[config.mk]
export PLATFORM = sky130hd
export DESIGN_NAME = apbSlotBridge
export DESIGN_NICKNAME = d
export VERILOG_FILES = /design/src/logic/apbBridgePkg.sv /design/src/logic/apbReqIf.sv /design/src/logic/apbSlotBridge.sv /design/src/logic/responseMux.sv /design/src/logic/indirectAddrReg.sv /design/src/logic/slotDecoder.sv
export SDC_FILE = /design/constraint.sdc
export NUM_CORES = 1
export LEC_CHECK = 0
export BUFFER_PORTS_ARGS = -buffer_cell sky130_fd_sc_hd__buf_2
export CORE_AREA = 2 2 278 280
export DETAILED_ROUTE_END_ITERATION = 7
export DIE_AREA = 0 0 280 282
export PLACE_DENSITY = 0.3
export REMOVE_ABC_BUFFERS = 1
export SYNTH_ARGS = -nofsm -noshare
export SYNTH_HDL_FRONTEND = slang
export SYNTH_SLANG_ARGS = --single-unit
[constraint.sdc]
create_clock -name PCLK -period 4 [get_ports PCLK]
set_clock_uncertainty 0.1 [all_clocks]
set_input_delay 0 -clock PCLK [delete_from_list [all_inputs] [get_ports PCLK]]
set_output_delay 0 -clock PCLK [all_outputs]
set_load 0.02 [all_outputs]
[src/logic/apbBridgePkg.sv]
// ---------------------------------------------------------------------------
// Shared constants and types of the APB slot bridge
// Slot count, address and data widths, master address union, slot vectors
// ---------------------------------------------------------------------------

package apbBridgePkg;

  // Sixteen slots selected by the upper nibble
  localparam int unsigned numSlots = 16;
  localparam int unsigned slotIdxW = $clog2(numSlots);

  // Master address splits into slot index and in-slot offset
  localparam int unsigned mAddrW = 16;
  localparam int unsigned offsetW = mAddrW - slotIdxW;

  // APB data and full slave address width
  localparam int unsigned dataW = 32;

  // Master address, seen as one word or as slot plus offset
  typedef union packed
  {
    logic [mAddrW-1:0] raw;
    struct packed
    {
      logic [slotIdxW-1:0] slot;
      logic [offsetW-1:0] offset;
    } field;
  } mAddrT;

  // One bit per slot
  typedef logic [numSlots-1:0] slotVecT;

  // One read data word per slot
  typedef logic [numSlots-1:0][dataW-1:0] slotDataT;

endpackage
[src/logic/apbReqIf.sv]
// ---------------------------------------------------------------------------
// Decoded APB request shared by decoder, indirect register and response mux
// ---------------------------------------------------------------------------

`timescale 1ns/100ps

interface apbReqIf;

  // One-hot slot select, indirect slot included
  apbBridgePkg::slotVecT slotSel;

  // Access phase of the transfer
  logic access;
  logic write;
  logic [apbBridgePkg::dataW-1:0] wData;

  // Some enabled slot is addressed
  logic anySel;

  modport dec
  (
    output slotSel,
    output access,
    output write,
    output wData,
    output anySel
  );

  // Indirect register side
  modport regs
  (
    input slotSel,
    input access,
    input write,
    input wData
  );

  modport mux
  (
    input slotSel,
    input anySel
  );

endinterface

[src/logic/apbSlotBridge.sv]
// ---------------------------------------------------------------------------
// APB3 slot bridge top level
// One master fanned out to sixteen slots, one slot holds the indirect register
// ---------------------------------------------------------------------------

`timescale 1ns/100ps

module apbSlotBridge
#(
  parameter apbBridgePkg::slotVecT SlotEnable = '1,
  parameter logic [apbBridgePkg::slotIdxW-1:0] IndirectSlot = 4'd15
)
(
  input logic PCLK,
  input logic rstN,

  // Master side
  input apbBridgePkg::mAddrT pAddr,
  input logic pSel,
  input logic pEnable,
  input logic pWrite,
  input logic [apbBridgePkg::dataW-1:0] pWData,
  output logic [apbBridgePkg::dataW-1:0] pRData,
  output logic pReady,
  output logic pSlvErr,

  // Slave side
  output logic [apbBridgePkg::dataW-1:0] pAddrS,
  output apbBridgePkg::slotVecT pSelS,
  output logic pEnableS,
  output logic pWriteS,
  output logic [apbBridgePkg::dataW-1:0] pWDataS,
  input apbBridgePkg::slotDataT pRDataS,
  input apbBridgePkg::slotVecT pReadyS,
  input apbBridgePkg::slotVecT pSlvErrS
);

  logic [apbBridgePkg::dataW-1:0] regData;

  apbReqIf req();

  slotDecoder
  #(
    .SlotEnable(SlotEnable),
    .IndirectSlot(IndirectSlot)
  )
  i_slotDecoder
  (
    .pAddr(pAddr),
    .pSel(pSel),
    .pEnable(pEnable),
    .pWrite(pWrite),
    .pWData(pWData),
    .req(req.dec),
    .pSelS(pSelS)
  );

  indirectAddrReg
  #(
    .IndirectSlot(IndirectSlot)
  )
  i_indirectAddrReg
  (
    .PCLK(PCLK),
    .rstN(rstN),
    .req(req.regs),
    .regData(regData)
  );

  responseMux
  #(
    .IndirectSlot(IndirectSlot)
  )
  i_responseMux
  (
    .req(req.mux),
    .regData(regData),
    .pRDataS(pRDataS),
    .pReadyS(pReadyS),
    .pSlvErrS(pSlvErrS),
    .pRData(pRData),
    .pReady(pReady),
    .pSlvErr(pSlvErr)
  );

  // Register supplies the upper 20 bits, master supplies the offset
  assign pAddrS = {regData[apbBridgePkg::dataW-1:apbBridgePkg::offsetW],
                   pAddr.raw[apbBridgePkg::offsetW-1:0]};

  assign pEnableS = pEnable;
  assign pWriteS = pWrite;
  assign pWDataS = pWData;

endmodule

[src/logic/responseMux.sv]
// ---------------------------------------------------------------------------
// Response multiplexer
// Read data, ready and error of the addressed slot back to the master
// ---------------------------------------------------------------------------

`timescale 1ns/100ps

module responseMux
#(
  parameter logic [apbBridgePkg::slotIdxW-1:0] IndirectSlot = 4'd15
)
(
  apbReqIf.mux req,
  input logic [apbBridgePkg::dataW-1:0] regData,
  input apbBridgePkg::slotDataT pRDataS,
  input apbBridgePkg::slotVecT pReadyS,
  input apbBridgePkg::slotVecT pSlvErrS,
  output logic [apbBridgePkg::dataW-1:0] pRData,
  output logic pReady,
  output logic pSlvErr
);

  apbBridgePkg::slotDataT dataV;
  apbBridgePkg::slotVecT readyV;
  apbBridgePkg::slotVecT errV;

  // Register slot replaces its external response
  always_comb
  begin
    dataV = pRDataS;
    readyV = pReadyS;
    errV = pSlvErrS;
    dataV[IndirectSlot] = regData;
    readyV[IndirectSlot] = 1'b1;
    errV[IndirectSlot] = 1'b0;
  end

  // AND-OR select, the select is one-hot or zero
  always_comb
  begin
    pRData = '0;
    for (int i = 0; i < apbBridgePkg::numSlots; i++)
    begin
      if (req.slotSel[i])
      begin
        pRData = pRData | dataV[i];
      end
    end
  end

  // Nothing addressed answers ready with no error
  always_comb
  begin
    if (req.anySel)
    begin
      pReady = |(req.slotSel & readyV);
      pSlvErr = |(req.slotSel & errV);
    end
    else
    begin
      pReady = 1'b1;
      pSlvErr = 1'b0;
    end
  end

endmodule

[src/logic/indirectAddrReg.sv]
// ---------------------------------------------------------------------------
// Indirect address register
// Upper bits feed the slave address, written and read through its own slot
// ---------------------------------------------------------------------------

`timescale 1ns/100ps

module indirectAddrReg
#(
  parameter logic [apbBridgePkg::slotIdxW-1:0] IndirectSlot = 4'd15
)
(
  input logic PCLK,
  input logic rstN,
  apbReqIf.regs req,
  output logic [apbBridgePkg::dataW-1:0] regData
);

  logic wrEn;

  // Write access to the register slot
  assign wrEn = req.access & req.write & req.slotSel[IndirectSlot];

  always_ff @(posedge PCLK)
  begin
    if (!rstN)
    begin
      regData <= '0;
    end
    else if (wrEn)
    begin
      regData <= req.wData;
    end
  end

endmodule

[src/logic/slotDecoder.sv]
// ---------------------------------------------------------------------------
// Slot decoder
// Upper address nibble to one-hot slot select, gated by pSel and the mask
// ---------------------------------------------------------------------------

`timescale 1ns/100ps

module slotDecoder
#(
  parameter apbBridgePkg::slotVecT SlotEnable = '1,
  parameter logic [apbBridgePkg::slotIdxW-1:0] IndirectSlot = 4'd15
)
(
  input apbBridgePkg::mAddrT pAddr,
  input logic pSel,
  input logic pEnable,
  input logic pWrite,
  input logic [apbBridgePkg::dataW-1:0] pWData,
  apbReqIf.dec req,
  output apbBridgePkg::slotVecT pSelS
);

  // Bit of the register slot
  localparam apbBridgePkg::slotVecT regMask = apbBridgePkg::slotVecT'(1) << IndirectSlot;

  // The register slot answers even when its mask bit is clear
  localparam apbBridgePkg::slotVecT enMask = SlotEnable | regMask;

  apbBridgePkg::slotVecT oneHot;
  apbBridgePkg::slotVecT sel;

  // Nibble decode
  always_comb
  begin
    oneHot = '0;
    oneHot[pAddr.field.slot] = 1'b1;
  end

  always_comb
  begin
    if (pSel)
    begin
      sel = oneHot & enMask;
    end
    else
    begin
      sel = '0;
    end
  end

  assign req.slotSel = sel;
  assign req.anySel = |sel;
  assign req.access = pSel & pEnable;
  assign req.write = pWrite;
  assign req.wData = pWData;

  // No external slave sits behind the register slot
  assign pSelS = sel & ~regMask;

endmodule

## Word-level counts from Yosys, hierarchy flattened

Cells that the tools add are included.

| operators by class | value |
|---|---|
| reductions and logical operators | 4 |
| bitwise gates (word level) | 20 |
| $lt $le $gt $ge | 2 |
| mux-type cells | 21 |

Operators with widths:

| cell | number |
|---|---|
| $mux W32 | 16 |
| $or A32 B32 Y32 | 15 |
| $reduce_or A16 Y1 | 3 |
| $and A16 B15 Y16 | 1 |
| $and A16 B16 Y16 | 1 |
| $mux W16 | 1 |
| $lt A4 B5 Y1 const B | 1 |
| $demux W1 S4 | 1 |
| $ge A4 B1 Y1 const B | 1 |
| $and A1 B1 Y1 | 3 |
| $mux W1 | 3 |
| $logic_and A1 B1 Y1 | 1 |

| storage, ports and cells | value |
|---|---|
| register bits after elaboration | 32 |
| logic and storage cells | 48 |
| output and inout bits | 116 |
| input bits | 597 |

## Longest topological paths before layout

| depth | value |
|---|---|
| depth after elaboration | 36 |
| depth in mapped cells | 8 |
| depth with buffers taken out | 5 |

## Cells and area by module

A second synthesis with hierarchy kept.

| unflattened totals | value |
|---|---|
| cells, all modules | 633 |
| area total of the unflattened synthesis | 5,195.0 µm² |

Modules (own cells, without submodules):

| module | cells an instance | sequential area each (µm²) | area an instance (µm²) | times used |
|---|---|---|---|---|
| responseMux | 372 | 0.0 | 3,035.4 | 1 |
| indirectAddrReg | 140 | 640.6 | 1,313.8 | 1 |
| slotDecoder | 75 | 0.0 | 500.5 | 1 |
| apbSlotBridge | 46 | 0.0 | 345.3 | 1 |

## Worst setup path after synthesis

No wires, ideal clock.

| timing path | value |
|---|---|
| path kind | input -> output |
| from | input port pAddr[13] (netlist name) |
| to | output port pRData[23] (netlist name) |
| data required time | 3.900 ns |
| path buffers | 3 |
| path slack | 2.291 ns |
| arrival time | 1.609 ns |
| stages | 7 |
| cell sequence | buf_4 -> buf_6 -> buf_1 -> mux2i_1 -> o2bb2ai_1 -> a2111oi_0 -> nand4_1 |

| on the way | value |
|---|---|
| cells in the longest elaborated chain, start to end | 36 |
| elaborated cells on any way between the ends | 37 |
| classes of those cells | order compare: 2; mux: 19; bitwise: 15; reduce/logical: 1 |

RTL lines:

| element | line | text |
|---|---|---|
| start: declaration | apbSlotBridge.sv:18 | `input apbBridgePkg::mAddrT pAddr,` |
| $lt A4 B5 Y1 (not written as such) / $ge A4 B1 Y1 (equally long branches) | slotDecoder.sv:36 | `oneHot[pAddr.field.slot] = 1'b1;` |
| $logic_and A1 B1 Y1 (not written as such) | slotDecoder.sv:36 |  |
| $mux W1 (not written as such) | slotDecoder.sv:36 |  |
| $demux W1 S4 (*) | -- |  |
| $mux W16 (*) | slotDecoder.sv:41 | `if (pSel)` |
| $mux W32 | responseMux.sv:44 | `if (req.slotSel[i])` |
| $or A32 B32 Y32 | responseMux.sv:46 | `pRData = pRData \| dataV[i];` |
| $mux W32 | responseMux.sv:44 |  |
| [20 not listed] | -- |  |
| $or A32 B32 Y32 | responseMux.sv:46 |  |
| $mux W32 | responseMux.sv:44 |  |
| $or A32 B32 Y32 | responseMux.sv:46 |  |
| $mux W32 | responseMux.sv:44 |  |
| $or A32 B32 Y32 | responseMux.sv:46 |  |
| $mux W32 | responseMux.sv:44 |  |
| $or A32 B32 Y32 | responseMux.sv:46 |  |
| $mux W32 (*) | responseMux.sv:44 |  |
| end: declaration | apbSlotBridge.sv:23 | `output logic [apbBridgePkg::dataW-1:0] pRData,` |

Mark *: on every way between the ends. The rest lies on a longest branch, timed or not.

## Final worst setup path

| timing path | value |
|---|---|
| from | input port pAddr[13] (netlist name) |
| to | output port pRData[22] (netlist name) |

Same word-level chain as after synthesis.

==> flow_results.org <==
** Run status
- The run finished with clean final reports.

** Timing
- Final Critical Period :: 2.98 ns
- Slew at the pin closest to its max-slew limit :: 1.29 ns
- The worst pin sits at a relative slew slack of 0.139.
- Final Hold Vio Count :: 0
- Timing would allow up to 0.335 GHz.
- Final sum of negative setup slack :: 0 ns
- Of the available clock period, the critical path in the final layout requires 0.746.
- Setup repair after global routing left no endpoint under its margin.
- The final max-slew violation count came to 0.
- Number of setup violations in the final report :: 0

** Finish
- Across the whole layout, storage elements account for 641 um^2.
- The register with the most flip-flops in the layout has 32 of them.
- Area growth from synthesis to layout :: 82.2%
- Final standard cell area without fillers :: 0.0100 mm^2
- Biggest registers after layout :: i_indirectAddrReg.regData (32)
- Register ranked first by flip-flop count :: i_indirectAddrReg.regData
- Fill cells :: 8820
- The final layout contains 1944 nets.
- Area used by multi-input combinational logic :: 0.00404 mm^2
- In the final layout, the share of cells above drive strength 1 is 0.524.

** Floorplan
- Die X :: 280 um
- Die Y-Extent :: 282 um
- Floorplan die area :: 0.0790 mm^2
- In this run the core area contains 101 standard-cell rows.
- In this run the standard cell core region covers 0.0757 mm^2.
- 713 I/O pins were placed.
- The initial utilization of the core area, before any placement, comes to 0.0727.

** Logic synthesis
- Of all cell types, the one taking the most synthesized area is sky130_fd_sc_hd__mux2i_1.
- For this run, the number of Yosys warnings is 0.
- Post-Synthesis Cell Area :: 0.00550 mm^2
- Among all flip-flop cells after synthesis, the most frequent one is sky130_fd_sc_hd__dfxtp_1.
- Synthesized area per cell :: 7.35 um^2
- Area fraction of the dominant cell type after synthesis :: 0.166
- Yosys reg bits :: 32
- For this run, the register share of the synthesized area comes to 0.116.
- Cell with the most instances after synthesis :: sky130_fd_sc_hd__a22oi_1
- Ranked by instance count, the synthesized netlist is headed by sky130_fd_sc_hd__a22oi_1, sky130_fd_sc_hd__mux2i_1, sky130_fd_sc_hd__nor2_1.
- Leading cell types by total area after synthesis :: sky130_fd_sc_hd__mux2i_1, sky130_fd_sc_hd__a22oi_1, sky130_fd_sc_hd__dfxtp_1, sky130_fd_sc_hd__buf_4, sky130_fd_sc_hd__a221oi_1
- In the synthesized netlist the async set-or-reset flop fraction comes to 0.
- Number of flops mapped to enable cells by yosys :: 0
- Yosys cell types :: 45
- In the synthesized netlist, the number of instances is 748.

** Placement
- Number of input and output port buffers inserted :: 653
- Dpl cell area :: 0.00942 mm^2
- Routability-driven placement finished with a final weighted congestion of 0.915.
- Summed over all nets, the half-perimeter wirelength after detailed placement is 42100 um.

** Clock tree
- The root buffer cell chosen for the clock tree is sky130_fd_sc_hd__clkbuf_16.
- Post-cts resize count :: 0
- The number of clock buffers added by TritonCTS is 5.
- Maximum buffer depth of the clock tree :: 2
- CTS sink cnt :: 32
- Setup bufs post-CTS :: 0
- Worst skew pair latency :: 0.32 ns
- The clock tree synthesis step divided the H-tree into 2 levels.
- CTS tree :: yes

** Setup path
- Of all nets on the critical path, the largest fanout is 19.
- Type of destination of the critical path :: output port
- STA classifies the critical path startpoint as an input port.
- Arrival time of data at the critical path endpoint :: 2.88 ns
- Reg-to-reg setup timing slack :: 3.16 ns
- Endpoint required time on the critical path :: 3.90 ns
- Worst setup path category :: input port to output port

** GRT
- Number of antenna violations at the first check in global routing :: 9
- First-pass GRT wire length :: 70700 um
- In the global route stage, overall resource usage came out at 0.129.
- For this run the aggregate overflow at the end of global routing stands at 0.
- Number of global-route vias before repair :: 9296
- Entering global routing, the biggest net connects 44 pins.

** Drt
- After detailed routing, the average wire length per cell comes to 23.4 um.
- Number of DRC markers after the initial detailed-route iteration :: 419
- Post-route DRC :: 0
- In the routed layout, each cell is associated on average with a via count of 3.85.
- First-pass iteration count of the detailed router :: 5
- Vias after detailed routing :: 8964
- The final layout contains routed wiring with a total length of 54500 um.
- The count of nets left with antenna violations once routing finished came out at 0.

** Power and ir drop
- IR analysis of the VDD net gives a maximum drop of 0.130 mV.
- Static leakage :: 4.64 nW
- Pwr Total :: 1.64 mW
- Pwr/cell area :: 164 mW/mm^2

** Flow run
- Max cap viols :: 0

** Min path
- Type of the most critical hold path :: input port to output port
-- critical path, stage by stage --
cell and delay, ns:
sky130_fd_sc_hd__buf_4 0.37, sky130_fd_sc_hd__nand3_1 0.75, sky130_fd_sc_hd__nor2_4 0.72, sky130_fd_sc_hd__buf_4 0.45
sky130_fd_sc_hd__a22oi_1 0.16, sky130_fd_sc_hd__nand4_1 0.14, sky130_fd_sc_hd__buf_2 0.18
-- metal layers --
layer	track usage	up-vias	wire length [um]
met5	0	-	39
met3	0.0235	87	3570
met2	0.227	602	26100
met4	0.0627	6	2410
li1	-	4041	-
met1	0.152	4228	22300
-- area by class of cell --
type	instances	area share
antenna	3	0.000749
clock buffer	7	0.0152
inverter	2	0.000749
multi-input combinational	580	0.403
sequential	32	0.0639
tap	978	0.122
timing repair buffer	726	0.395
-- where the power goes --
group          internal, mW  switching (mW)  total (mW)
Sequential            0.319         0.00108       0.321
Combinational         0.375           0.457       0.832
Clock                 0.264           0.228       0.492
-- cells in the final DEF, fill, tap and decap left out, types with 3 or more instances in the layout --
cell type and n:
sky130_fd_sc_hd__buf_2 651, sky130_fd_sc_hd__a22oi_1 93, sky130_fd_sc_hd__mux2i_1 91, sky130_fd_sc_hd__nor2_1 84
sky130_fd_sc_hd__nand2_1 77, sky130_fd_sc_hd__dlygate4sd3_1 44, sky130_fd_sc_hd__a221oi_1 37, sky130_fd_sc_hd__dfxtp_1 32
sky130_fd_sc_hd__nand4_1 29, sky130_fd_sc_hd__buf_4 29, sky130_fd_sc_hd__a2111oi_0 24, sky130_fd_sc_hd__o2bb2ai_1 24
sky130_fd_sc_hd__a21boi_1 22, sky130_fd_sc_hd__a21oi_1 13, sky130_fd_sc_hd__a21boi_0 10, sky130_fd_sc_hd__nor2_4 8
sky130_fd_sc_hd__nor3_1 8, sky130_fd_sc_hd__a22o_1 7, sky130_fd_sc_hd__nand3_1 5, sky130_fd_sc_hd__and3_1 5
sky130_fd_sc_hd__clkbuf_16 5, sky130_fd_sc_hd__diode_2 3, sky130_fd_sc_hd__nand2b_1 3, sky130_fd_sc_hd__a222oi_1 3
sky130_fd_sc_hd__a211oi_1 3, sky130_fd_sc_hd__a32o_1 3
-- cells by family after synthesis --
kind of cell | after synthesis | synth area share
other | 1 | 0.000682
muxes | 92 | 0.168
AOI/OAI and AO/OA | 248 | 0.356
DFF | 32 | 0.116
and+or+nand+nor | 239 | 0.201
buffers and inverters | 136 | 0.158
-- what timing repair did --
action,CTS,global route
hold endpoints to repair,44,0
hold buffers,44,0
setup endpoints to repair,0,0
-- stage by stage --
step | hold WS, ns | util | std cells | setup slack [ns]
floorplan | -0.100 | - | 614 | 1.27
detailed placement | -0.0997 | 0.124 | 2274 | 0.921
global placement | -0.0997 | 0.124 | 2274 | 0.984
global route | 0.151 | 0.132 | 2326 | 0.838
CTS | 0.140 | 0.132 | 2325 | 0.914
finish | 0.138 | 0.132 | 2328 | 1.02
-- path summary, 6_finish.rpt --
check / start / depth (start not counted) / to
worst max-delay path: pAddr[13] / 7 / pRData[22]
worst min-delay path: pWrite / 2 / pWriteS
worst min register to register: i_indirectAddrReg.regData[0] / 2 / i_indirectAddrReg.regData[0]
worst max register to register: i_indirectAddrReg.regData[12] / 2 / i_indirectAddrReg.regData[12]
No activity file was read; power rests on OpenSTA's default activity.
